--- src/logic/debug_pkg.sv ---
package debug_pkg;

	localparam int data_bits = 32;
	localparam int gpr_count = 16;
	localparam int mem_words = 256;
	localparam int reset_cycles = 255; // target reset pulse length
	localparam int mem_latency = 2; // access to completion

	typedef enum logic [3:0] {
		cmd_halt = 4'h0,
		cmd_run = 4'h1,
		cmd_step = 4'h2,
		cmd_read_reg = 4'h3,
		cmd_write_reg = 4'h4,
		cmd_rmem32 = 4'h5,
		cmd_rmem16 = 4'h6,
		cmd_rmem8 = 4'h7,
		cmd_wmem32 = 4'h8,
		cmd_wmem16 = 4'h9,
		cmd_wmem8 = 4'ha,
		cmd_reset = 4'hb
	} cmd_t;

	typedef enum logic [1:0] {
		width_byte = 2'd0,
		width_half = 2'd1,
		width_word = 2'd2
	} width_t;

	typedef enum logic [1:0] {
		mbox_cmd = 2'd0,
		mbox_addr = 2'd1,
		mbox_data = 2'd2,
		mbox_result = 2'd3
	} mbox_addr_t;

	typedef struct packed {
		logic [data_bits-1:0] addr;
		width_t width;
		logic wr_en;
		logic [data_bits-1:0] wr_data;
	} mem_req_t;

	typedef struct packed {
		logic [$clog2(gpr_count)-1:0] sel;
		logic pc_sel; // address bit 4 picks the pc
		logic reg_wr_en;
		logic pc_wr_en;
		logic [data_bits-1:0] wr_val;
	} reg_req_t;

endpackage

--- src/logic/debug_controller.sv ---
`timescale 1ns/10ps

module debug_controller import debug_pkg::*; (
	input logic clk,
	input logic reset,
	input logic req,
	output logic ack,
	output mbox_addr_t ctl_addr,
	output logic [31:0] ctl_din,
	output logic ctl_wr_en,
	input logic [31:0] ctl_dout,
	output logic run,
	input logic stopped,
	output logic dbg_rst,
	input logic [31:0] pc,
	input logic [31:0] reg_val,
	output reg_req_t reg_req,
	output logic mem_access,
	output mem_req_t mem_req,
	input logic mem_compl,
	input logic [31:0] mem_rd_val
);

	typedef enum logic [3:0] {
		st_idle,
		st_load_cmd,
		st_load_addr,
		st_load_data,
		st_execute,
		st_wait_stopped,
		st_step,
		st_store_reg,
		st_write_reg,
		st_wait_mem,
		st_reset,
		st_compl
	} state_t;

	state_t state;
	state_t next_state;
	cmd_t debug_cmd;
	logic [data_bits-1:0] debug_addr;
	logic [data_bits-1:0] debug_data;
	logic [$clog2(reset_cycles)-1:0] reset_count;

	assign ack = state == st_compl;
	assign dbg_rst = state == st_reset;

	assign mem_req.addr = debug_addr;
	assign mem_req.wr_data = debug_data;
	assign reg_req.sel = debug_addr[$clog2(gpr_count)-1:0];
	assign reg_req.pc_sel = debug_addr[4];
	assign reg_req.wr_val = debug_data;

	always_comb begin
		mem_req.wr_en = 1'b0;
		case (debug_cmd)
		cmd_rmem16: mem_req.width = width_half;
		cmd_rmem8: mem_req.width = width_byte;
		cmd_wmem32: begin
			mem_req.width = width_word;
			mem_req.wr_en = 1'b1;
		end
		cmd_wmem16: begin
			mem_req.width = width_half;
			mem_req.wr_en = 1'b1;
		end
		cmd_wmem8: begin
			mem_req.width = width_byte;
			mem_req.wr_en = 1'b1;
		end
		default: mem_req.width = width_word;
		endcase
	end

	always_comb begin
		next_state = state;
		ctl_addr = mbox_cmd;
		ctl_din = '0;
		ctl_wr_en = 1'b0;
		mem_access = 1'b0;
		reg_req.reg_wr_en = 1'b0;
		reg_req.pc_wr_en = 1'b0;
		case (state)
		st_idle: if (req) next_state = st_load_cmd;
		st_load_cmd: next_state = st_load_addr;
		st_load_addr: begin
			ctl_addr = mbox_addr;
			next_state = st_load_data;
		end
		st_load_data: begin
			ctl_addr = mbox_data;
			next_state = st_execute;
		end
		st_execute: begin
			case (debug_cmd)
			cmd_halt: next_state = st_wait_stopped;
			cmd_step: next_state = st_step;
			cmd_read_reg: next_state = st_store_reg;
			cmd_write_reg: next_state = st_write_reg;
			cmd_rmem32, cmd_rmem16, cmd_rmem8, cmd_wmem32, cmd_wmem16, cmd_wmem8: begin
				mem_access = 1'b1;
				next_state = st_wait_mem;
			end
			cmd_reset: next_state = st_reset;
			default: next_state = st_compl; // run and unknown codes
			endcase
		end
		st_step: next_state = st_wait_stopped;
		st_wait_stopped: begin
			if (stopped) begin
				ctl_addr = mbox_result;
				ctl_din = pc;
				ctl_wr_en = 1'b1;
				next_state = st_compl;
			end
		end
		st_store_reg: begin
			ctl_addr = mbox_result;
			ctl_din = reg_val;
			ctl_wr_en = 1'b1;
			next_state = st_compl;
		end
		st_write_reg: begin
			reg_req.pc_wr_en = debug_addr[4];
			reg_req.reg_wr_en = ~debug_addr[4];
			next_state = st_compl;
		end
		st_wait_mem: begin
			if (mem_compl) begin
				if (!mem_req.wr_en) begin
					ctl_addr = mbox_result;
					ctl_din = mem_rd_val;
					ctl_wr_en = 1'b1;
				end
				next_state = st_compl;
			end
		end
		st_reset: if (reset_count == '0) next_state = st_compl;
		st_compl: if (!req) next_state = st_idle; // hold ack until the host drops req
		default: next_state = st_idle;
		endcase
	end

	always_ff @(posedge clk) begin
		case (state)
		st_load_cmd: debug_cmd <= cmd_t'(ctl_dout[3:0]);
		st_load_addr: debug_addr <= ctl_dout;
		st_load_data: debug_data <= ctl_dout;
		default: ;
		endcase
	end

	always_ff @(posedge clk) begin
		if (reset) begin
			state <= st_idle;
			run <= 1'b1;
			reset_count <= '0;
		end else begin
			state <= next_state;
			if (state == st_execute) begin
				reset_count <= $bits(reset_count)'(reset_cycles - 1);
				case (debug_cmd)
				cmd_halt, cmd_reset: run <= 1'b0;
				cmd_run, cmd_step: run <= 1'b1;
				default: ;
				endcase
			end
			if (state == st_step) begin
				run <= 1'b0; // one cycle of run per step
			end
			if (state == st_reset && reset_count != '0) begin
				reset_count <= reset_count - 1'b1;
			end
		end
	end

endmodule

--- config.mk ---
export PLATFORM = sky130hd
export DESIGN_NAME = debug_controller
export DESIGN_NICKNAME = d
export VERILOG_FILES = /design/src/logic/debug_pkg.sv /design/src/logic/debug_controller.sv
export SDC_FILE = /design/constraint.sdc
export NUM_CORES = 1
export LEC_CHECK = 0
export BUFFER_PORTS_ARGS = -buffer_cell sky130_fd_sc_hd__buf_2
export CAP_MARGIN = 0
export CORE_AREA = 2 2 108 110
export DETAILED_ROUTE_END_ITERATION = 12
export DIE_AREA = 0 0 110 112
export PLACE_DENSITY = 0.71
export SYNTH_ARGS = -nofsm -noshare
export SYNTH_HDL_FRONTEND = slang
export SYNTH_SLANG_ARGS = --single-unit
--- constraint.sdc ---
create_clock -name clk -period 7.1 [get_ports clk]
set_clock_uncertainty 0.1 [all_clocks]
set_input_delay 1.42 -clock clk [delete_from_list [all_inputs] [get_ports clk]]
set_output_delay 1.42 -clock clk [all_outputs]
set_load 0.02 [all_outputs]
Word-level counts from Yosys, hierarchy flattened

Cells that the tools add are included.

Register bits after elaboration: 81
Input port bits: 133
Output and inout port bits: 145
Logic and storage cells: 81

Add/subtract/negate cells: 1
Eq/ne operators: 27
Muxes and demuxes: 29
Bitwise logic cells: 1
Reduce and logical (&&, ||, !) cells: 17

Operators with widths:

| operator            | number |
|---|---|
| $mux 32             | 3 |
| $pmux 32 s3         | 1 |
| $pmux 4 s11         | 1 |
| $eq 4x3->1 const B  | 8 |
| $eq 4x4->1 const B  | 8 |
| $pmux 4 s6          | 1 |
| $mux 4              | 5 |
| $eq 4x2->1 const B  | 4 |
| $mux 8              | 2 |
| $pmux 2 s5          | 1 |
| $reduce_or 2->1     | 5 |
| $eq 4x1->1 const B  | 2 |
| $logic_not 4->1     | 2 |
| $logic_not 8->1     | 1 |
| $mux 1              | 8 |
| $mux 2              | 4 |
| $ne 2x2->1 const B  | 4 |
| $reduce_bool 8->1   | 1 |
| $sub 8x1->8 const B | 1 |
| $reduce_or 6->1     | 1 |
| $reduce_and 5->1    | 1 |
| $pmux 2 s2          | 1 |
| $reduce_bool 2->1   | 2 |
| $pmux 1 s3          | 1 |
| 7 further kinds     | 7 |

Longest topological paths before layout

Depth after elaboration: 6
Depth in mapped cells: 7
Mapped depth without buffers: 6

Least setup slack after synthesis

No wires, ideal clock.

Path type: register to output
Start: register state[1]
End: output ctl_addr[0]
Arrival: 4786 ps
Required time: 5580 ps
Path slack: 794 ps
Cell stages (with the launch flop): 5
Cell sequence: dfxtp_1 > clkbuf_1 > clkbuf_1 > nor4b_1 > or2_2

Cells in the longest elaborated chain, start to end: 2
Elaborated cells between the ends (all ways): 6

Ends and longest elaborated chain:

| item                               | RTL line                | text |
|---|---|---|
| start, declared                    | debug_controller.sv:39  | `state_t state;` |
| start signal, assigned             | debug_controller.sv:156 | `state <= st_idle;` |
| start signal, assigned             | debug_controller.sv:160 | `state <= next_state;` |
| $eq 4x4->1 (tied with other cells) | debug_controller.sv:84  | `case (state)` |
| $pmux 2 s5 (*)                     | debug_controller.sv:84  |  |
| end, declared                      | debug_controller.sv:8   | `output mbox_addr_t ctl_addr,` |

Every way passes the cells marked *; elsewhere a longest branch is shown, timed or not.

Final worst setup path

Start: input stopped
End: output ctl_addr[0]

Cells in the longest elaborated chain, start to end: 2

Ends and longest elaborated chain:

| item            | RTL line                | text |
|---|---|---|
| start, declared | debug_controller.sv:13  | `input logic stopped,` |
| $mux 2          | debug_controller.sv:111 | `if (stopped) begin` |
| $pmux 2 s5      | debug_controller.sv:84  |  |

Every way passes these cells.

==> out/qor.yml <==
outcome:
  status: "finished, final reports clean"
synth:
  yosysMostFrequentCell: "edfxtp_1"
  syn-cell-area_sq_mm: 0.00395
  synth_ff_type: "edfxtp_1"
  synth_cell_types: 48
  avgSynthCellArea_sq_um: 12.0
  synth-xor-area-share_pct: 0.222
  synth_fa_ha_area_share_pct: 0.634
  synth.area.top_cells: "edfxtp_1 52%, a222oi_1 8.1%, buf_4 7.0%"
  yosysWarnings: 0
  syn_inst: 328
  synth.area.mux_share_pct: 1.62
  synth_common_cells: "68 x edfxtp_1, 40 x inv_1, 37 x buf_4"
  synth_top_family_by_area: "compound AO/OA/AOI/OAI gates"
  yosysSeqAreaShare_pct: 58.3
  async_reset_ff_share_pct: 0
  synth_enable_flop_cells: 68
  synth_nets: 463
  synthSimpleGateAreaFrac_pct: 9.28
  synth_top_cell_area_share_pct: 51.7
  yosysTopAreaCell: "edfxtp_1"
  ys_ff_latch: 81
  synth_compound_area_share_pct: 16.6
placement:
  place_area_sq_mm: 0.00520
  finalWeightedCongestion: 0.790
  portBuffers: 277
  pre_cts_ws_ns: 2.57
  dp_hpwl_microns: 8940
clocking:
  clk_latency_ns: 0.33
  cts_tree: "built"
  cts.sinks: 81
  cts_resized: 0
  hold_buffers: 0
  numCtsBuffers: 9
  cts_root_buf: "clkbuf_16"
  clk_path_buf_depth: 2
  htree_levels: 3
  clk_pin_slew_worst_paths_ns: 0.06
  post_cts_buffers: 0
die:
  dieArea_sq_mm: 0.0123
  die_height_microns: 112
  core_area_sq_mm: 0.0112
  rows: 39
  start_util_pct: 35.3
  fp.dieW_microns: 110
  io_pins: 278
critical_path:
  critPathMostFrequentCell: "buf_2"
  worst-setup-path-type: "input port to output port"
  r2r-end: "reset_count[3]"
  cp.arrival_ns: 3.02
  cp_top_family: "simple AND/OR/NAND/NOR gates"
  critical_path.max_stage_delay_ns: 0.53
  cp.buffers_inverters: 2
  crit_fanout: 34
  cp_data_required_time_ns: 5.58
  crit_slowest_cell: "and3_1"
  reg2reg_depth: 5
  worstPathCellList: "buf_2 -> and3_1 -> or3_1 -> or2_2 -> buf_2"
  cp_num_cells: 5
  reg2reg_from: "state[3]"
  critPathCaptureType: "output port"
  startpoint_type: "input port"
  reg2reg_slack_ns: 4.59
timing:
  setup_viol: 0
  holdWs_ns: 0.366
  hold_viol_final: 0
  fin_crit_ns: 4.54
  final.setup.worst_slack_ns: 2.56
  drv_slew: 0
  slew_headroom_pct: 16.7
  tightestPinTransition_ns: 1.25
  finalCritPeriodShare_pct: 63.9
  rsz0062_at_grt: "no"
  max_freq_ghz: 0.220
  setup_tns_ns: 0
drt:
  drt-pass1-iter-count: 10
  wl_met1_microns: 4450
  drt-initial-drc-count: 346
  wl_per_cell_microns: 16.4
  routed_via_density: 5.06
  drt-total-wl_microns: 11600
  detail-route-antenna-nets: 0
  drt_drc_violations_left: 0
  wl_met2_microns: 5900
  met3_length_microns: 1030
  top_layer: "met4"
  vias: 3587
power_and_ir_drop:
  comb_power_share_pct: 27.4
  intPower_uw: 1000
  clock_power_share_pct: 28.1
  seqPwrFrac_pct: 44.5
  power.leakage_uw: 0.00270
  p_per_area_mw_per_mm2: 277
  swShare_pct: 34.1
  p_sw_uw: 518
  ir_drop_uv: 151
cells_and_area:
  final_area_sq_mm: 0.00548
  area_growth_pct: 38.7
  antenna_cells: 0
  layout-drive-gt1-share_pct: 55.1
  final_util_pct: 49.0
  nets: 696
job:
  max_cap_violations: 0
global_route:
  grt_use_total_pct: 18.0
  grt_pass1_vias: 3340
  grt-ovfl-total: 0
  grt_pass1_wl_microns: 16900
  antenna_found_initial: 0
  grt_max_degree: 35
min_path:
  worstHoldStart: "reset_count[7]"
  hold_path.class: "register to register"
  min_to: "reset_count[7]"
  holdPathStages: 2
==> layout by cell type, fill, tap and decap left out, types with 3 or more instances in the layout <==
cell type and count:
a21oi_1 8, a222oi_1 32, a31oi_1 4, and3_1 4
buf_2 277, buf_4 5, clkbuf_16 9, dfxtp_1 13
edfxtp_1 68, inv_1 40, mux2_2 3, mux2i_1 3
nand2_1 5, nand2b_1 11, nor2_1 8, nor2b_1 7
nor3_1 7, nor3b_1 3, nor4_1 4, o21a_1 4
o21ai_0 7
==> flip-flops by register name, indices dropped and copies added, names as in the netlist <==
register	flops
debug_addr	32
debug_cmd	4
debug_data	32
reset_count	8
run	1
state	4
==> cell type report <==
| type | count | area, sq um |
|---|---|---|
| clock buffers | 9 | 225 |
| multi-input cells | 147 | 1150 |
| repair buffers | 282 | 1420 |
| fillers | 1016 | 5700 |
| clock inverters | 7 | 52.6 |
| inverters | 40 | 150 |
| flip-flops and latches | 81 | 2300 |
| well taps | 143 | 179 |
==> worst register-to-register path, stage by stage (launching register included) <==
cell	delay, ns
dfxtp_1	0.72
nor4bb_1	0.36
buf_4	0.20
o41a_1	0.47
mux2_2	0.39
o21a_1	0.16
==> stage by stage <==
stage                     cells  power [uW]
after CTS                   709        1540
after global placement      693        1100
after global routing        709        1600
after floorplan             328         964
after detailed placement    693        1110
final                       709        1520
==> how the worst max path moves through the flow <==
| stage | startpoint | endpoint | slack (ns) |
|---|---|---|---|
| final | stopped | ctl_addr[0] | 2.56 |
| after global routing | stopped | ctl_din[10] | 2.40 |
| after CTS | stopped | ctl_addr[0] | 2.59 |
| after detailed placement | stopped | ctl_addr[0] | 2.57 |
| after global placement | stopped | ctl_addr[0] | 2.65 |
| after floorplan | state[1] | ctl_addr[0] | 0.79 |
==> metal layers <==
layer | global-route usage, % | vias up
met3 | 4.33 | 15
met1 | 21.6 | 1702
li1 | - | 1680
met5 | 0 | -
met4 | 6.84 | 0
met2 | 30.6 | 190
==> power by group through the flow <==
stage / combinational, uW / sequential (uW) / clock (uW)
floorplan: 247 / 717 / 0
CTS: 423 / 675 / 440
finish: 416 / 675 / 427
global placement: 417 / 681 / 0
detailed placement: 423 / 684 / 0
global route: 452 / 686 / 461
==> kinds of logic (layout without fill, tap and decap cells) <==
group / count (synthesis) / after routing
adder cells (fa/ha/maj): 2 / 2
buffers and inverters: 100 / 338
AND/OR/NAND/NOR: 62 / 62
AO/OA/AOI/OAI: 76 / 76
flip-flops: 81 / 81
multiplexers: 6 / 6
XOR/XNOR: 1 / 1
Note: power is estimated with default switching activity, not from simulation.
