==> config.mk <==
export PLATFORM = sky130hd
export DESIGN_NAME = target_core
export DESIGN_NICKNAME = d
export VERILOG_FILES = /design/src/logic/debug_pkg.sv /design/src/logic/target_core.sv
export SDC_FILE = /design/constraint.sdc
export NUM_CORES = 1
export LEC_CHECK = 0
export BUFFER_PORTS_ARGS = -buffer_cell sky130_fd_sc_hd__buf_4
export CORE_MARGIN = 5
export CORE_UTILIZATION = 55
export DETAILED_ROUTE_END_ITERATION = 10
export PLACE_DENSITY = 0.69
export SYNTH_ARGS = -nofsm -noshare
export SYNTH_HDL_FRONTEND = slang
export SYNTH_SLANG_ARGS = --single-unit
==> constraint.sdc <==
create_clock -name clk -period 9.71 [get_ports clk]
set_clock_uncertainty 0.1 [all_clocks]
set_input_delay 0.4855 -clock clk [delete_from_list [all_inputs] [get_ports clk]]
set_output_delay 0.4855 -clock clk [all_outputs]
set_load 0.02 [all_outputs]
==> src/logic/debug_pkg.sv <==
package debug_pkg;

	localparam int data_bits = 32;
	localparam int gpr_count = 16;
	localparam int mem_words = 256;
	localparam int reset_cycles = 255; // target reset pulse length
	localparam int mem_latency = 2; // access to completion

	typedef enum logic [3:0] {
		cmd_halt = 4'h0,
		cmd_run = 4'h1,
		cmd_step = 4'h2,
		cmd_read_reg = 4'h3,
		cmd_write_reg = 4'h4,
		cmd_rmem32 = 4'h5,
		cmd_rmem16 = 4'h6,
		cmd_rmem8 = 4'h7,
		cmd_wmem32 = 4'h8,
		cmd_wmem16 = 4'h9,
		cmd_wmem8 = 4'ha,
		cmd_reset = 4'hb
	} cmd_t;

	typedef enum logic [1:0] {
		width_byte = 2'd0,
		width_half = 2'd1,
		width_word = 2'd2
	} width_t;

	typedef enum logic [1:0] {
		mbox_cmd = 2'd0,
		mbox_addr = 2'd1,
		mbox_data = 2'd2,
		mbox_result = 2'd3
	} mbox_addr_t;

	typedef struct packed {
		logic [data_bits-1:0] addr;
		width_t width;
		logic wr_en;
		logic [data_bits-1:0] wr_data;
	} mem_req_t;

	typedef struct packed {
		logic [$clog2(gpr_count)-1:0] sel;
		logic pc_sel; // address bit 4 picks the pc
		logic reg_wr_en;
		logic pc_wr_en;
		logic [data_bits-1:0] wr_val;
	} reg_req_t;

endpackage

==> src/logic/target_core.sv <==
`timescale 1ns/10ps

module target_core import debug_pkg::*; (
	input logic clk,
	input logic reset,
	input logic dbg_rst,
	input logic run,
	output logic stopped,
	input reg_req_t reg_req,
	output logic [31:0] reg_val,
	output logic [31:0] pc
);

	logic [data_bits-1:0] gpr [gpr_count];

	always_ff @(posedge clk) begin
		if (reset || dbg_rst) begin
			pc <= '0;
			for (int i = 0; i < gpr_count; i++) begin
				gpr[i] <= '0;
			end
		end else begin
			if (reg_req.pc_wr_en) begin
				pc <= reg_req.wr_val;
			end else if (run) begin
				pc <= pc + 'd4; // no execution, just fetch advance
			end
			if (reg_req.reg_wr_en) begin
				gpr[reg_req.sel] <= reg_req.wr_val;
			end
		end
	end

	always_ff @(posedge clk) begin
		if (reset) begin
			stopped <= 1'b0; // run comes out of reset high
		end else begin
			stopped <= ~run;
		end
	end

	assign reg_val = reg_req.pc_sel ? pc : gpr[reg_req.sel];

endmodule

* Word-level counts from Yosys, hierarchy flattened
Memories as Yosys holds them, arrays and structs flattened.
Cells that the tools add are included.
** Storage, ports and cells
- Word-level logic and storage cells :: 19
- Bits in writable memories :: 512
- Register bits :: 33
- Output and inout bits :: 65
- Memories kept :: 1
** Operators by class
- Muxes and demuxes :: 11
- Reduce and logical (&&, ||, !) cells :: 3
- $add $sub $neg :: 1
- Bitwise gates (word level) :: 1
** Memory list
- gpr :: depth 16, bits a word 32, rd ports 1, clocked after memory_dff 0, wr ports 16, line target_core.sv:14 : logic [data_bits-1:0] gpr [gpr_count];
** Operators by type and width (count)
- 32-bit 2-to-1 mux :: 4
- 32-bit by 3-bit adder with 32-bit output (second input constant) :: 1
- 32-bit OR reduction :: 1
- 1-bit 2-to-1 mux :: 6
- 4-bit 2-to-1 mux :: 1
- 2-bit nonzero test :: 1
- 1-bit logical OR :: 1
- 1-bit inverter :: 1

* Longest topological paths before layout
Gate-level depths: netlist of run 1.
- Word-level depth :: 5
- Mapped depth :: 8
- Depth with buffers taken out :: 5

* Least setup slack after synthesis of run 1
Ideal clock, no wire load.
- Path type :: input to register
- From :: in reg_req[36] (netlist name)
- To :: mem gpr[12][0] (enable)
- Stages on the path :: 5
- Path buffers :: 2
- Arrival time :: 3.515 ns
- Slack :: 5.629 ns
- Path through :: buf_2 buf_2 inv_1 nand4_1 o21ai_0
** RTL lines
- start, declared :: line target_core.sv:9 : input reg_req_t reg_req,
- end, declared :: line target_core.sv:14

* Final worst setup path of run 1
- From :: in reg_req[36] (netlist name)
- To :: out reg_val[10]
** Between the ends
- Longest elaborated chain between the ends :: 2
** RTL lines
- memory 16 x 32 bit
- 32-bit 2-to-1 mux :: line target_core.sv:42 : assign reg_val = reg_req.pc_sel ? pc : gpr[reg_req.sel];
- end, declared :: line target_core.sv:10 : output logic [31:0] reg_val,
No other way between the ends.

==> results.sh, run 1 <==
export IMPL_status="finished clean"
export IMPL_cts_setup_buffers=0
export IMPL_tightest_slew_ns=1.20
export IMPL_clk_pin_slew_ns=0.06
export IMPL_place_area_um2=26700
export IMPL_max_stage_delay_ns=0.98
export IMPL_synth_nets=1931
export IMPL_hold_depth=2
export IMPL_wl_um=71800
export IMPL_die_area_um2=50400
export IMPL_htreeDepth=2
export IMPL_clock_latency_ns=0.60
export IMPL_initial_core_util=0.557
export IMPL_start_kind="input pin"
export IMPL_synth_compound_area_frac=0.0622
export IMPL_die_y_um=225
export IMPL_critical_path_class="in -> out"
export IMPL_cts_sinks=545
export IMPL_grtUsageMet3=0.0552
export IMPL_crit_fanout=68
export IMPL_grt_max_degree=69
export IMPL_drc_errors=0
export IMPL_final_area_um2=28500
export IMPL_wl_per_cell_um=28.0
export IMPL_finalHoldViolCount=0
export IMPL_critPathRequiredTime_ns=9.12
export IMPL_ios=108
export IMPL_slew_limit_headroom=0.192
export IMPL_r2r_start="pc[6]$_SDFFE_PP0N_"
export IMPL_synth_xor_xnor_area_share=0.00450
export IMPL_seq_area_frac_synth=0.633
export IMPL_syn_area_um2=25300
export IMPL_arrival_ns=4.04
export IMPL_core_area_um2=45500
export IMPL_slowest_stage="buf_4"
export IMPL_cts_buffers=56
export IMPL_grt_pass1_wl_um=106000
export IMPL_hold_start="run"
export IMPL_synth_main_ff_cell="edfxtp_1"
export IMPL_hold_path_endpoint="stopped$_SDFF_PP0_"
export IMPL_fmax_mhz=216
export IMPL_cts_tree="yes"
export IMPL_crit_buf_inv=4
export IMPL_fin_crit_sh=0.477
export IMPL_drv_cap=0
export IMPL_synth_cell_types=56
export IMPL_yosys_area_share_simple=0.170
export IMPL_syn_area_per_cell_um2=13.4
export IMPL_drv_slew=0
export IMPL_path_delay_family="buffers and inverters"
export IMPL_chipWidth_um=225
export IMPL_fin_nets=1962
export IMPL_antenna_found_initial=2
export IMPL_finalCriticalPeriod_ns=4.63
export IMPL_ant_nets=0
export IMPL_rsz0062_at_grt="false"
export IMPL_drtIter0Drc=2131
export IMPL_gp_congestion=0.819
export IMPL_peakVddDrop_uv=142
export IMPL_dp_hpwl_um=43200
export IMPL_grt_use_met2=0.441
export IMPL_hold_path_class="in -> reg"
export IMPL_syn_inst=1887
export IMPL_synth_top_family_by_area="simple AND/OR/NAND/NOR gates"
export IMPL_fin_cells=2564
export IMPL_leakage_nw=10.8
export IMPL_cp_cell_sequence="buf_8 > buf_4 > buf_4 > mux4_2 > a31oi_1 > a2bb2oi_1 > buf_4"
export IMPL_synth_fa_ha_area_frac=0.000494
export IMPL_synth_edff_count=512
export IMPL_routed_via_density=6.46
export IMPL_ys_ff_latch=545
export IMPL_r2r_end="pc[25]$_SDFFE_PP0N_"
export IMPL_drive_gt1_frac=0.167
export IMPL_place_inst=2459
export IMPL_grt_util_all_layers=0.280
export IMPL_crit_top_cell="buf_4"
export IMPL_portBuffers=107
export IMPL_vias=16600
export IMPL_synthToLayoutAreaGrowth_pct=12.6
export IMPL_busiest_layer="met2"
export IMPL_r2r_slack_ns=7.14
export IMPL_rows=78
export IMPL_ctsRootBufferMaster="clkbuf_16"
export IMPL_cp_end_kind="output port"
export IMPL_tns_ns=0
export IMPL_powerDensity_nw_per_um2=185
export IMPL_clk_path_buf_depth=3
export IMPL_grt_overflow=0
export IMPL_grtUsageMet1=0.401
export IMPL_r2r_cells=4
export IMPL_setup_viol=0
export IMPL_synth_mux_area_frac=0.101
export IMPL_first_pass_iters=7
export IMPL_async_reset_ff_frac=0
export IMPL_yosysWarnings=0
export IMPL_grt_pass1_vias=16100
-- what timing repair did --
action	4_1_cts	5_1_grt
resized for setup	0	0
hold buffers	1	0
hold endpoints to repair	1	0
-- final cells by class --
class | instances | area [um2]
diodes | 1 | 2.50
fillers | 3403 | 17000
inverters | 11 | 41.3
repair buffers | 148 | 1120
multi-input cells | 1156 | 8770
clock inverters | 22 | 215
flip-flops and latches | 545 | 16000
well taps | 600 | 751
clock buffers | 81 | 1570
-- synthesized netlist by cell type, drive strengths merged, types with 20 or more instances --
library cell  instances  area (um2)
buf                  37         175
a211oi               33         248
nand4                21         131
and2                466        2920
edfxtp              512       15400
a31oi                20         125
nor3                 63         315
a2bb2oi              29         254
dfxtp                33         661
or3                  22         138
clkbuf              138         519
o21ai                30         150
nor2                 26        97.6
mux2i               131        1310
nand2                20        75.1
mux4                 46        1040
o22ai                82         513
nor4                 22         138
nor2b                21         131
-- metrics by stage --
stage	total power, mW	hold slack, ns	util	setup slack, ns
after global routing	5.42	0.121	0.627	4.81
after global placement	3.20	0.448	0.587	5.12
final	5.28	0.123	0.627	5.08
after CTS	5.29	0.0939	0.627	5.10
after detailed placement	3.21	0.459	0.587	5.11
after floorplan	3.02	0.458	-	5.63
-- state kept, by name, summed over array words and instances (netlist names) --
signal and flops:
gpr 512, stopped 1, pc 32
-- power by group --
part	internal, mW	leakage (nW)	switching, mW	total [mW]
logic	0.147	4.05	0.287	0.433
registers	2.69	5.85	0.0453	2.73
clock network	1.22	0.859	0.893	2.11
total	4.06	10.8	1.22	5.28
-- layer usage --
layer / share of wire / up-vias
met4: 0.025 / 2
met5: 0.00018 / -
li1: - / 7110
met1: 0.40 / 8356
met3: 0.11 / 129
met2: 0.47 / 968
-- how the worst max path moves through the flow --
stage	start	to	cells past startpoint
2_1_floorplan	reg_req[36]	gpr[12][0]$_SDFFCE_PN0P_	5
3_3_place_gp	reg_req[36]	reg_val[11]	8
3_5_place_dp	reg_req[36]	reg_val[11]	8
4_1_cts	reg_req[36]	reg_val[11]	8
5_1_grt	reg_req[36]	reg_val[11]	8
6_report	reg_req[36]	reg_val[10]	7
-- layout by cell type (no fill, tap or decap), types with 21 or more instances in the layout --
cell,n
edfxtp_1,512
clkbuf_16,57
nor2b_1,21
buf_4,146
a2bb2oi_1,29
or3_1,22
o22ai_1,82
a211oi_1,33
nand4_1,21
nor3_1,59
and2_1,466
mux2i_1,131
nor4_1,22
dfxtp_1,33
mux4_2,46
-- cells by family (layout without fill, tap and decap cells) --
group / Yosys count / count (layout)
adder cells (fa/ha/maj): 1 / 1
multiplexers: 195 / 195
AO/OA/AOI/OAI: 234 / 234
AND/OR/NAND/NOR: 713 / 713
buffers and inverters: 186 / 262
flip-flops: 545 / 545
XOR/XNOR: 13 / 13
other: 0 / 1
Power figures use the tool's default switching activity.
==> run 2: changes to the inputs <==
- PLACE_DENSITY: 0.69 -> 0.72
- clock period: 9.71 -> 3.9 ns (I/O delays scaled with it)
==> run 2 against run 1 <==
  * Clock power increased by 150%
  * Sequential share of layout area decreased by 1.3 points
  * Global-route usage up 0.53 points
==> results.sh, run 2 (synthesis gave the netlist of run 1 again) <==
export IMPL_clk_pin_slew_ns=0.06
export IMPL_critPathRequiredTime_ns=3.61
export IMPL_max_stage_delay_ns=0.58
export IMPL_rsz0062_at_grt="false"
export IMPL_finalCriticalPeriod_ns=3.04
export IMPL_hold_depth=3
export IMPL_tns_ns=0
export IMPL_r2r_slack_ns=1.17
export IMPL_slew_limit_headroom=0.170
export IMPL_fin_nets=2030
export IMPL_wl_um=73200
export IMPL_initial_core_util=0.557
export IMPL_hold_start="reg_req[30]"
export IMPL_cts_tree="yes"
export IMPL_p_int_mw=10.2
export IMPL_finalHoldViolCount=0
export IMPL_p_sw_mw=3.01
export IMPL_clock_latency_ns=0.59
export IMPL_cp_end_kind="output port"
export IMPL_htreeDepth=2
export IMPL_setup_viol=0
export IMPL_ctsRootBufferMaster="clkbuf_16"
export IMPL_synthToLayoutAreaGrowth_pct=15.2
export IMPL_ant_nets=0
export IMPL_drc_errors=0
export IMPL_slowest_stage="buf_4"
export IMPL_chipWidth_um=225
export IMPL_core_area_um2=45500
export IMPL_peakVddDrop_uv=387
export IMPL_cts_buffers=55
export IMPL_clk_path_buf_depth=3
export IMPL_fill_cells=3259
export IMPL_start_kind="input pin"
export IMPL_crit_fanout=78
export IMPL_fmax_mhz=329
export IMPL_drv_cap=0
export IMPL_fin_crit_sh=0.780
export IMPL_fin_util=0.641
export IMPL_powerDensity_nw_per_um2=452
export IMPL_crit_buf_inv=4
export IMPL_arrival_ns=2.75
export IMPL_cts_setup_buffers=0
export IMPL_grt_util_all_layers=0.285
export IMPL_p_clk_frac=0.397
export IMPL_routed_via_density=6.47
export IMPL_wl_per_cell_um=27.9
export IMPL_final_cell_mix="edfxtp_1, and2_1, buf_4"
export IMPL_leakage_nw=11.1
export IMPL_status="finished clean"
export IMPL_r2r_start="pc[15]$_SDFFE_PP0N_"
export IMPL_comb_power_share=0.087
export IMPL_hold_path_class="in -> reg"
export IMPL_cts_sinks=545
export IMPL_crit_top_cell="buf_4"
export IMPL_cp_cell_sequence="buf_8 > buf_4 > buf_4 > mux2i_1 > o22ai_1 > nor3_1 > a2bb2oi_1 > buf_4"
export IMPL_largest_register_ffs=512
export IMPL_drive_gt1_frac=0.173
export IMPL_die_area_um2=50400
export IMPL_rows=78
export IMPL_regMostFlops="gpr"
export IMPL_r2r_cells=5
export IMPL_grt_overflow=0
export IMPL_hold_path_endpoint="pc[30]$_SDFFE_PP0N_"
export IMPL_gp_congestion=0.878
export IMPL_die_y_um=225
export IMPL_grt_pass1_wl_um=108000
export IMPL_drtIter0Drc=2273
export IMPL_grt_max_degree=79
export IMPL_reg_largest_list="gpr x512, pc x32, stopped x1"
export IMPL_dp_hpwl_um=45800
export IMPL_first_pass_iters=6
export IMPL_path_delay_family="buffers and inverters"
export IMPL_r2r_end="pc[22]$_SDFFE_PP0N_"
export IMPL_drv_slew=0
export IMPL_portBuffers=107
export IMPL_p_seq_frac=0.516
export IMPL_switching_share=0.229
export IMPL_grt_pass1_vias=16600
export IMPL_ios=108
export IMPL_tightest_slew_ns=1.24
export IMPL_critical_path_class="in -> out"
export IMPL_final_common_cell="edfxtp_1"
export IMPL_antenna_found_initial=1
export IMPL_vias=17000
run 2: cell count changes in the layout (fill, tap and decap cells not counted), moves of 3 or more:
cell / change
buf_4: +22
nor2_4: -4
clkbuf_8: -4
buf_12: +7
clkinv_1: +3
nor2_2: +4
dlygate4sd3_1: +40
run 2: stage by stage:
step | total power, mW | instance area [um2] | hold WS, ns | std cells | worst slack [ns]
2_1_floorplan | 7.51 | 25300 | 0.167 | 1887 | 0.109
3_3_place_gp | 7.98 | 27000 | 0.302 | 2488 | 0.845
3_5_place_dp | 8.01 | 27000 | 0.303 | 2488 | 0.829
4_1_cts | 13.2 | 29200 | 0.00274 | 2628 | 0.826
5_1_grt | 13.5 | 29200 | 0.0243 | 2628 | 0.694
6_report | 13.2 | 29200 | 0.0322 | 2629 | 0.856
run 2: layout make-up:
| class | instances | area, um2 | share of cell area |
|---|---|---|---|
| inverter | 11 | 41.3 | 0.00142 |
| clock inverter | 23 | 254 | 0.00871 |
| antenna | 1 | 2.50 | 0.0000858 |
| multi-input combinational | 1156 | 8750 | 0.300 |
| clock buffer | 76 | 1510 | 0.0517 |
| sequential | 545 | 16000 | 0.550 |
| tap | 600 | 751 | 0.0257 |
| timing repair buffer | 217 | 1830 | 0.0626 |
run 2: power by group through the flow:
stage	Clock, mW	Combinational, mW	Sequential (mW)
after floorplan	0	0.608	6.90
after global placement	0	1.08	6.90
after detailed placement	0	1.09	6.92
after CTS	5.27	1.13	6.80
after global routing	5.52	1.19	6.82
final	5.24	1.15	6.80
run 2: timing repair:
item | in CTS | in global routing
endpoints found under the hold margin | 460 | 0
hold buffers | 41 | 0
resized for setup | 0 | 0
run 2: worst max path at each step:
stage	endpoint	slack [ns]	depth (start not counted)	from
2_1_floorplan	gpr[12][0]$_SDFFCE_PN0P_	0.11	5	reg_req[36]
3_3_place_gp	reg_val[14]	0.84	8	reg_req[36]
3_5_place_dp	reg_val[14]	0.83	8	reg_req[36]
4_1_cts	reg_val[14]	0.83	8	reg_req[36]
5_1_grt	reg_val[14]	0.69	8	reg_req[36]
6_report	reg_val[14]	0.86	8	reg_req[36]
run 2: routing by layer:
metal,track usage,wire (um),vias up
met5,0,13,-
met4,0.106,2880,2
met3,0.0629,8380,176
met2,0.446,33900,1083
met1,0.397,28100,8528
li1,-,-,7229
run 2: tightest hold or removal path, stage by stage:
cell	delay, ns
buf_4	0.20
a21oi_1	0.16
o221ai_1	0.11
