==> src/logic/debug_pkg.sv <==
package debug_pkg;

	localparam int data_bits = 32;
	localparam int gpr_count = 16;
	localparam int mem_words = 256;
	localparam int reset_cycles = 255; // target reset pulse length
	localparam int mem_latency = 2; // access to completion

	typedef enum logic [3:0] {
		cmd_halt = 4'h0,
		cmd_run = 4'h1,
		cmd_step = 4'h2,
		cmd_read_reg = 4'h3,
		cmd_write_reg = 4'h4,
		cmd_rmem32 = 4'h5,
		cmd_rmem16 = 4'h6,
		cmd_rmem8 = 4'h7,
		cmd_wmem32 = 4'h8,
		cmd_wmem16 = 4'h9,
		cmd_wmem8 = 4'ha,
		cmd_reset = 4'hb
	} cmd_t;

	typedef enum logic [1:0] {
		width_byte = 2'd0,
		width_half = 2'd1,
		width_word = 2'd2
	} width_t;

	typedef enum logic [1:0] {
		mbox_cmd = 2'd0,
		mbox_addr = 2'd1,
		mbox_data = 2'd2,
		mbox_result = 2'd3
	} mbox_addr_t;

	typedef struct packed {
		logic [data_bits-1:0] addr;
		width_t width;
		logic wr_en;
		logic [data_bits-1:0] wr_data;
	} mem_req_t;

	typedef struct packed {
		logic [$clog2(gpr_count)-1:0] sel;
		logic pc_sel; // address bit 4 picks the pc
		logic reg_wr_en;
		logic pc_wr_en;
		logic [data_bits-1:0] wr_val;
	} reg_req_t;

endpackage

==> src/logic/debug_mailbox.sv <==
`timescale 1ns/10ps

module debug_mailbox import debug_pkg::*; (
	input logic clk,
	input logic reset,
	input mbox_addr_t addr,
	input logic [31:0] din,
	input logic wr_en,
	output logic [31:0] dout,
	input mbox_addr_t ctl_addr,
	input logic [31:0] ctl_din,
	input logic ctl_wr_en,
	output logic [31:0] ctl_dout
);

	logic [data_bits-1:0] words [4];

	always_ff @(posedge clk) begin
		if (reset) begin
			for (int i = 0; i < 4; i++) begin
				words[i] <= '0;
			end
		end else begin
			if (wr_en) begin
				words[addr] <= din;
			end
			if (ctl_wr_en) begin
				words[ctl_addr] <= ctl_din; // last assignment wins on a collision
			end
		end
	end

	assign dout = words[addr];
	assign ctl_dout = words[ctl_addr];

endmodule

==> config.mk <==
export PLATFORM = sky130hd
export DESIGN_NAME = debug_mailbox
export DESIGN_NICKNAME = d
export VERILOG_FILES = /design/src/logic/debug_pkg.sv /design/src/logic/debug_mailbox.sv
export SDC_FILE = /design/constraint.sdc
export NUM_CORES = 1
export LEC_CHECK = 0
export ABC_AREA = 1
export BUFFER_PORTS_ARGS = -buffer_cell sky130_fd_sc_hd__clkbuf_2
export CAP_MARGIN = 30
export CELL_PAD_IN_SITES_DETAIL_PLACEMENT = 1
export CELL_PAD_IN_SITES_GLOBAL_PLACEMENT = 2
export CORE_MARGIN = 2
export CORE_UTILIZATION = 29
export DETAILED_ROUTE_END_ITERATION = 7
export PLACE_DENSITY = 0.79
export SLEW_MARGIN = 15
export SYNTH_ARGS = -nofsm -noshare
export SYNTH_HDL_FRONTEND = slang
export SYNTH_SLANG_ARGS = --single-unit
==> constraint.sdc <==
create_clock -name clk -period 3.92 [get_ports clk]
set_input_delay 0.588 -clock clk [delete_from_list [all_inputs] [get_ports clk]]
set_output_delay 0.588 -clock clk [all_outputs]
set_load 0.02 [all_outputs]
* Yosys cells after proc, flatten, opt, wreduce, memory -nomap -nowiden
Memories as Yosys holds them, arrays and structs flattened.
Index checks and enable logic that the tools add are counted.
** Cells by class
- Add/sub/neg operators :: 0
- Reductions and logical operators :: 2
- Equality and inequality tests :: 0
- Divide/modulo/power cells :: 0
- Order comparisons :: 0
- Shift operators :: 0
- Bitwise operators :: 0
- Multiply operators :: 0
- Muxes and demuxes :: 14
** Operator list (count)
- 2-to-1 mux 32 bit :: 2
- OR reduction 32 bit :: 2
- 2-to-1 mux 1 bit :: 10
- 2-to-1 mux 2 bit :: 2
** Storage, ports and cells
- RAM bits :: 128
- Input port bits :: 72
- Output and inout port bits :: 64
- Memories kept :: 1
- Memory bits (read-only) :: 0
- Latch bits :: 0
- Word-level logic and storage cells :: 17
- Bits in registers :: 0
** Memories
- words :: depth 4, bits a word 32, rd ports 2, clocked after Yosys merged registers in 0, write ports 4, line debug_mailbox.sv:16 : logic [data_bits-1:0] words [4];

* Logic depth before layout (Yosys ltp)
Gate-level depths: netlist of the first run.
- Depth after elaboration :: 5
- Gate-level depth with buffers :: 8
- Gate-level depth less buffers :: 6

* Worst setup path before layout of the first run
Ideal clock, no wire load.
- Path type :: input -> register
- Start point :: input port addr[0]
- End point :: memory words[1][0], enable pin
- Buffers on the path :: 2
- Stages on the path :: 4
- Required time :: 3.454 ns
- Data arrival time :: 3.248 ns
- Slack :: 0.206 ns
- Setup time :: 0.466 ns
- Path through :: inv_2 > buf_2 > buf_2 > o21ai_0
** RTL lines
- start, declared :: line debug_mailbox.sv:6 : input mbox_addr_t addr,
- end, declared :: line debug_mailbox.sv:16

* Final worst setup path of the first run
- Start point :: input port ctl_addr[1]
- End point :: output port ctl_dout[12]
** Between the ends
- Word-level cells in the longest chain between the ends :: 1
** RTL lines
- start, declared :: line debug_mailbox.sv:10 : input mbox_addr_t ctl_addr,
- memory (4 x 32 bit)
- end, declared :: line debug_mailbox.sv:13 : output logic [31:0] ctl_dout
No other way between the ends.

==> results.txt, run 1 <==
status: completed
post-synthesis compound-gate area fraction: 9.04%
number of global-route vias before repair: 7713
CTS resizes: 0
CORE AREA: 26000 um^2
Avg Cell Area, Syn: 7.61 um^2
Crit. End Element: primary output
routed len/inst: 20.3 um
Max FO, Critical Path: 18
crit path cell chain: clkbuf_2 -> inv_2 -> nor2_4 -> buf_4 -> nand2_1 -> nand4_1 -> clkbuf_2
vias per cell: 5.13
Tmin final: 2.72 ns
post-route non-filler standard cell count: 1462
Syn Nets: 1075
type of the most critical hold path: input pin to flop
Synth top area share: 50.3%
initial antenna violation count: 2
CTS tree: yes
global-route wire length before repair: 44800 um
clk sinks: 128
most frequent cells after synthesis: 424 x nand2_1, 167 x nor2_1, 128 x edfxtp_1
Leak: 4.01 nW
post-route setup TNS: 0 ns
Post-Syn Area: 7640 um^2
worst endpoint data arrival time: 2.13 ns
Pins Over Slew Limit: 0
Row Count: 59
Post-synth EDFFs: 128
TritonCTS Buffers: 17
die area: 27600 um^2
Worst Tran Pin Value: 0.942 ns
CP delay by family, top: buffers and inverters
Hold Path Sink: words[2][8]
largest registers: words x128
die width: 166 um
detailed placer's ending HPWL: 18800 um
total I/O pin count: 136
top-count cell post-synth: nand2_1
FMAX: 0.368 GHz
top cells by area, synth: edfxtp_1 50%, nand2_1 21%, nor2_1 8.2%, o21ai_0 4.3%, nand4_1 2.6%
routed vias: 7499
hold-critical path depth: 3
setup bufs post-CTS: 0
die height: 166 um
Synth area leader: edfxtp_1
pwr dens: 445 nW/um^2
H-tree depth: 4
GRT Total Usage: 21.2%
post-synthesis async set-or-reset flop share: 0%
Worst Path Buf+Inv: 4
RSZ-0062 raised after global routing: false
crit share post-route: 69.3%
Slew HR: 37.0%
total wire length: 29700 um
Hold Path Origin: din[8]
crit-path max cell delay: 0.44 ns
kind of critical path: input pin to primary output
simple-gate share of the synthesized area: 34.8%
Unique masters post-synth: 17
total grt overflow: 0
Post-Syn Instances: 1003
Synthesis Warnings: 0
XOR/XNOR share of the synthesized area: 0%
final setup fails: 0
Synth-to-Final Area Change: 21.8%
sequential area share after synthesis: 50.3%
layout cells sized above 1: 18.9%
Critical-path top delay cell: nor2_4
maximum VDD drop: 0.187 mV
final net count: 1184
crit-path most repeated cell: clkbuf_2
DRC viols: 0
largest net degree at the start of global routing: 65
Top reg by flops: words
Bufs on Longest Clock Path: 2
Port-buffer cells: 135
Crit path required time: 3.33 ns
most common flop cell mapped by yosys: edfxtp_1
#FFs+latches synth: 128
Max Cap Viol: 0
Synth Area in Adders: 0%
Largest register FFs: 128
dpl cells: 1428
Starting DRT DRC Count: 484
placer congestion estimate: 0.755
multiplexer share of the synthesized area: 0%
Final Hold Viols: 0
drt pass-1 iters: 5
Routed Antenna Nets: 0
Starting Density: 29.4%
hold_buf cts: 0
largest family of logic cells by synthesized area: simple AND/OR/NAND/NOR gates
Clock Tree Root: clkbuf_16
nature of the critical path startpoint: input pin
clk slew on worst S/H paths: 0.06 ns
[cells in the final DEF (no fill, tap or decap), types with 3 or more instances in the layout]
master      count
a21oi_1        32
buf_4          22
bufinv_16       5
clkbuf_16      17
clkbuf_2      135
clkinv_4        3
clkinvlp_4      4
edfxtp_1      128
inv_1           4
inv_2           5
nand2_1       422
nand2_2         4
nand3_1        33
nand4_1        32
nor2_1        163
nor2_4          9
o21ai_0        64
o22ai_1        32
[logic make-up after synthesis]
logic type,count (synthesis)
flip-flops,128
buffers and inverters,80
AO/OA/AOI/OAI,130
AND/OR/NAND/NOR,665
[where the power goes]
part	switching, W	internal [W]	leakage (nW)	total [W]
sequential	0.0000660	0.00165	1.26	0.00171
combinational	0.000472	0.000196	2.45	0.000668
clock	0.000631	0.00113	0.300	0.00176
[cell type report]
class | count | area (um^2)
fillers | 3223 | 16700
flip-flops and latches | 128 | 3840
multi-input cells | 795 | 3420
repair buffers | 161 | 936
clock buffers | 18 | 429
well taps | 335 | 419
clock inverters | 14 | 215
inverters | 9 | 33.8
diodes | 2 | 5.00
[worst max-delay path by stage]
stage | start | endpoint | slack [ns] | cells after the start
2_1_floorplan | addr[0] | words[1][0] | 0.21 | 4
3_3_place_gp | ctl_addr[1] | ctl_dout[12] | 1.22 | 7
3_5_place_dp | ctl_addr[1] | ctl_dout[22] | 1.21 | 7
4_1_cts | ctl_addr[1] | ctl_dout[22] | 1.21 | 7
5_1_grt | ctl_addr[1] | ctl_dout[22] | 1.15 | 7
6_report | ctl_addr[1] | ctl_dout[12] | 1.20 | 7
[per-stage QoR]
step	total power [W]	setup WS, ns	util (%)	area, um^2	hold slack, ns
final	0.00414	1.20	35.8	9300	0.477
after global routing	0.00427	1.15	35.8	9300	0.484
after CTS	0.00415	1.21	35.8	9290	0.468
after detailed placement	0.00241	1.21	33.3	8650	0.910
after global placement	0.00239	1.22	33.0	8570	0.907
after floorplan	0.00210	0.206	-	7640	0.774
[metal layers]
metal  GRT usage [%]  part of all wire, %  up-vias
met2            36.7                   49      206
li1                -                    -     3559
met5               0                    0        -
met1            27.2                   45     3698
met3            3.05                  4.1       36
met4            7.31                  1.8        0
[worst min-delay path: cells and delay by family]
family,cells,cell delay [ns]
AND/OR/NAND/NOR,2,0.12
buffers and inverters,1,0.09
No activity file was read; power rests on OpenSTA's default activity.
==> inputs of run 2 (changes only) <==
clock period = 2.3 ns   (was 3.92 ns; I/O delays follow)
==> run 2 against run 1 <==
Critical endpoint is now ctl_dout[22]. Die area stayed put. Clock power up 52%. Power up 63%. Final cell count grew 0.96%. Utilization is 0.26 points higher. Sequential cell count did not move. Hold slack worse by 0.23 ns. First-iteration DRC count fell by 11%. Non-clock buffer count grew 18. Critical path depth unchanged.
==> results.txt, run 2 (synthesis gave the netlist of run 1 again) <==
post-route setup TNS: 0 ns
maximum VDD drop: 0.402 mV
clk sinks: 128
final setup fails: 0
Final Instance Area: 9370 um^2
nature of the critical path startpoint: input pin
routed len/inst: 20.1 um
Final Hold Viols: 0
Hold WS: 0.243 ns
die height: 166 um
clk slew on worst S/H paths: 0.06 ns
total I/O pin count: 136
global-route wire length before repair: 45500 um
total grt overflow: 0
Critical-path top delay cell: nor2_4
Worst Tran Pin Value: 0.505 ns
final net count: 1202
Crit path required time: 1.96 ns
status: completed
Reg area: 3840 um^2
kind of critical path: input pin to primary output
crit-path max cell delay: 0.27 ns
Max FO, Critical Path: 9
crit path from: ctl_addr[1]
Row Count: 59
number of global-route vias before repair: 7768
Routed Antenna Nets: 0
Port-buffer cells: 135
worst endpoint data arrival time: 1.59 ns
type of the most critical hold path: input pin to flop
placer congestion estimate: 0.794
TritonCTS Buffers: 17
initial antenna violation count: 0
die width: 166 um
Hold Path Origin: din[21]
Bufs on Longest Clock Path: 2
Slew HR: 66.4%
die area: 27600 um^2
Synth-to-Final Area Change: 22.6%
commonest non-fill, non-tap cell in the layout: nand2_1
largest registers: words x128
H-tree depth: 4
Starting DRT DRC Count: 433
Largest register FFs: 128
pwr dens: 722 nW/um^2
Tmin final: 1.94 ns
RSZ-0062 raised after global routing: false
DRC viols: 0
CP delay by family, top: buffers and inverters
CTS resizes: 0
Clock Tree Root: clkbuf_16
Leak: 4.08 nW
detailed placer's ending HPWL: 20500 um
Top reg by flops: words
Worst Path Buf+Inv: 4
layout cells sized above 1: 19.6%
Util after Layout: 36.0%
crit-path most repeated cell: clkbuf_2
largest net degree at the start of global routing: 45
area of the multi-input gates: 3420 um^2
crit path cell chain: clkbuf_2 -> inv_2 -> nor2_4 -> buf_4 -> nand2_1 -> nand4_1 -> clkbuf_2
GRT Total Usage: 21.5%
drt pass-1 iters: 5
crit share post-route: 84.3%
routed vias: 7560
most frequent cells in the layout: 422 x nand2_1, 163 x nor2_1, 135 x clkbuf_2, 128 x edfxtp_1, 64 x o21ai_0
total wire length: 29700 um
vias per cell: 5.12
setup bufs post-CTS: 0
CORE AREA: 26000 um^2
area post-placement: 8810 um^2
hold_buf cts: 0
n_diodes: 0
FMAX: 0.515 GHz
Pins Over Slew Limit: 0
Max Cap Viol: 0
# fillers: 3228
Crit. End Element: primary output
CTS tree: yes
Starting Density: 29.4%
-- run 2: cell count changes in the layout (fill, tap and decap cells not counted), sizes merged --
cell | before | now
clkbuf | 153 | 157
bufinv | 5 | 3
clkinvlp | 4 | 1
clkinv | 5 | 4
diode | 2 | 0
buf | 26 | 44
-- run 2: path summary, 6_finish.rpt --
| kind | end | depth (start not counted) |
|---|---|---|
| min | words[2][21] | 3 |
| max | ctl_dout[22] | 7 |
-- run 2: power by group --
part           internal (W)  leakage [nW]  total [W]  switching, W
Combinational      0.000354          2.54    0.00116      0.000805
Clock               0.00168         0.269    0.00268      0.000999
Sequential          0.00281          1.26    0.00292      0.000117
-- run 2: metrics by stage --
step | setup slack [ns] | total power, W | std cells
floorplan | 0.169 | 0.00357 | 1003
global placement | 0.370 | 0.00412 | 1446
detailed placement | 0.302 | 0.00414 | 1446
CTS | 0.371 | 0.00679 | 1476
global route | 0.306 | 0.00698 | 1476
finish | 0.360 | 0.00676 | 1476
-- run 2: layer usage --
layer | vias up | routed length [um] | GRT usage (%)
met5 | - | 0 | 0
met4 | 0 | 428 | 5.25
met3 | 33 | 1240 | 3.17
met2 | 195 | 15200 | 39.4
met1 | 3733 | 12800 | 26.5
li1 | 3599 | - | -
-- run 2: cell type report --
cell class	instances	share of cell area (%)
Clock buffer	22	4.74
Clock inverter	8	1.23
Inverter	9	0.361
Multi-Input combinational cell	795	36.5
Sequential cell	128	41.0
Tap cell	335	4.48
Timing Repair Buffer	179	11.7
==> inputs of run 3 (changes only) <==
CORE_UTILIZATION = 30   (was 29)
clock period = 2 ns   (was 2.3 ns; I/O delays follow)
==> run 3 against run 2 <==
Count of clock-buffer cells in the layout down 3. Wire length down 2.3%. Non-clock buffer count up 2. Power up 15%. Final cell count about the same. Sequential cell count unchanged. Via count down 0.37%. Critical path depth down 2. Global-route usage up 0.74 points. Critical endpoint is now dout[13].
==> results.txt, run 3 (synthesis gave the netlist of run 1 again) <==
Clock Tree Root: clkbuf_16
type of the most critical hold path: input pin to flop
final setup fails: 0
post-route non-filler standard cell count: 1475
most frequent cells in the layout: 422 x nand2_1, 163 x nor2_1, 135 x clkbuf_2, 128 x edfxtp_1, 64 x o21ai_0
largest registers: words x128
Row Count: 58
clock share of power: 39.5%
Top reg by flops: words
detailed placer's ending HPWL: 20100 um
Max Cap Viol: 0
Max FO, Critical Path: 24
Gate power share: 17.4%
CTS resizes: 0
pwr dens: 822 nW/um^2
Port-buffer cells: 135
crit share post-route: 88.8%
Tmin final: 1.78 ns
Final Instance Area: 9490 um^2
total I/O pin count: 136
Leak: 4.13 nW
Net Switching: 0.00221 W
Net Sw Frac: 28.3%
n_diodes: 0
maximum VDD drop: 0.399 mV
kind of critical path: input pin to primary output
Pins Over Slew Limit: 0
nature of the critical path startpoint: input pin
die width: 164 um
Overall Power: 0.00780 W
total grt overflow: 0
Worst Tran Pin Value: 0.402 ns
final net count: 1204
CORE AREA: 25100 um^2
DRC viols: 0
Routed Antenna Nets: 0
design internal power: 0.00559 W
layout cells sized above 1: 20.1%
Slew HR: 73.2%
Starting Density: 30.4%
status: completed
Largest register FFs: 128
Bufs on Longest Clock Path: 2
largest net degree at the start of global routing: 47
Seq pwr share: 43.1%
CTS tree: yes
die height: 164 um
hold_buf cts: 0
Crit path required time: 1.70 ns
vias per cell: 5.11
die area: 26800 um^2
dpl cells: 1443
placer congestion estimate: 0.779
routed len/inst: 19.7 um
Synth-to-Final Area Change: 24.3%
Starting DRT DRC Count: 510
post-route setup TNS: 0 ns
clk sinks: 128
Crit. End Element: primary output
Reg area: 3840 um^2
worst endpoint data arrival time: 1.48 ns
number of global-route vias before repair: 7924
drt pass-1 iters: 4
clk slew on worst S/H paths: 0.06 ns
FMAX: 0.563 GHz
GRT Total Usage: 22.2%
initial antenna violation count: 1
commonest non-fill, non-tap cell in the layout: nand2_1
area of the multi-input gates: 3420 um^2
setup bufs post-CTS: 0
H-tree depth: 4
area post-placement: 8920 um^2
global-route wire length before repair: 44700 um
RSZ-0062 raised after global routing: false
Final Hold Viols: 0
# fillers: 3109
routed vias: 7532
total wire length: 29000 um
TritonCTS Buffers: 17
==> run 3: changes by cell type in the layout (fill, tap and decap cells not counted) <==
| cell | previous run | this run |
|---|---|---|
| clkinvlp_4 | 1 | 2 |
| clkinv_1 | 2 | 3 |
| clkinv_2 | 2 | 4 |
| clkbuf_1 | 5 | 2 |
| clkinv_4 | 0 | 1 |
| buf_12 | 7 | 15 |
| buf_4 | 37 | 31 |
==> run 3: final timing paths <==
kind,slack (ns),startpoint,endpoint,cells after the start
max,0.22,addr[0],dout[13],5
min,0.20,din[8],words[2][8],3
==> run 3: power groups by stage <==
stage | Sequential [W] | Combinational [W] | Clock [W]
2_1_floorplan | 0.00336 | 0.000747 | 0
3_3_place_gp | 0.00341 | 0.00134 | 0
6_report | 0.00337 | 0.00135 | 0.00308
5_1_grt | 0.00339 | 0.00147 | 0.00322
4_1_cts | 0.00336 | 0.00137 | 0.00312
3_5_place_dp | 0.00342 | 0.00136 | 0
==> run 3: area by class of cell <==
class,count,share of cell area [%]
Tap cell,330,4.35
Inverter,9,0.356
Clock buffer,19,4.56
Timing Repair Buffer,181,12.7
Multi-Input combinational cell,795,36.0
Sequential cell,128,40.5
Clock inverter,13,1.53
==> run 3: critical path, stage by stage <==
cell and delay, ns:
clkbuf_2 0.18, buf_4 0.30, o21ai_0 0.17, o22ai_1 0.29
clkbuf_2 0.23
==> run 3: per-stage QoR <==
| stage | hold WS (ns) | utilization (%) | worst slack, ns |
|---|---|---|---|
| after CTS | 0.190 | 37.8 | 0.228 |
| final | 0.198 | 37.8 | 0.224 |
| after detailed placement | 0.632 | 35.5 | 0.234 |
| after floorplan | 0.486 | - | 0.0454 |
| after global placement | 0.619 | 35.5 | 0.264 |
| after global routing | 0.202 | 37.8 | 0.160 |
==> run 3: routing by layer <==
layer | vias up | part of all wire, % | GRT usage (%)
li1 | 3606 | - | -
met1 | 3647 | 44 | 28.0
met2 | 225 | 49 | 37.7
met3 | 54 | 4.6 | 4.29
met4 | 0 | 2.7 | 8.37
met5 | - | 0 | 0
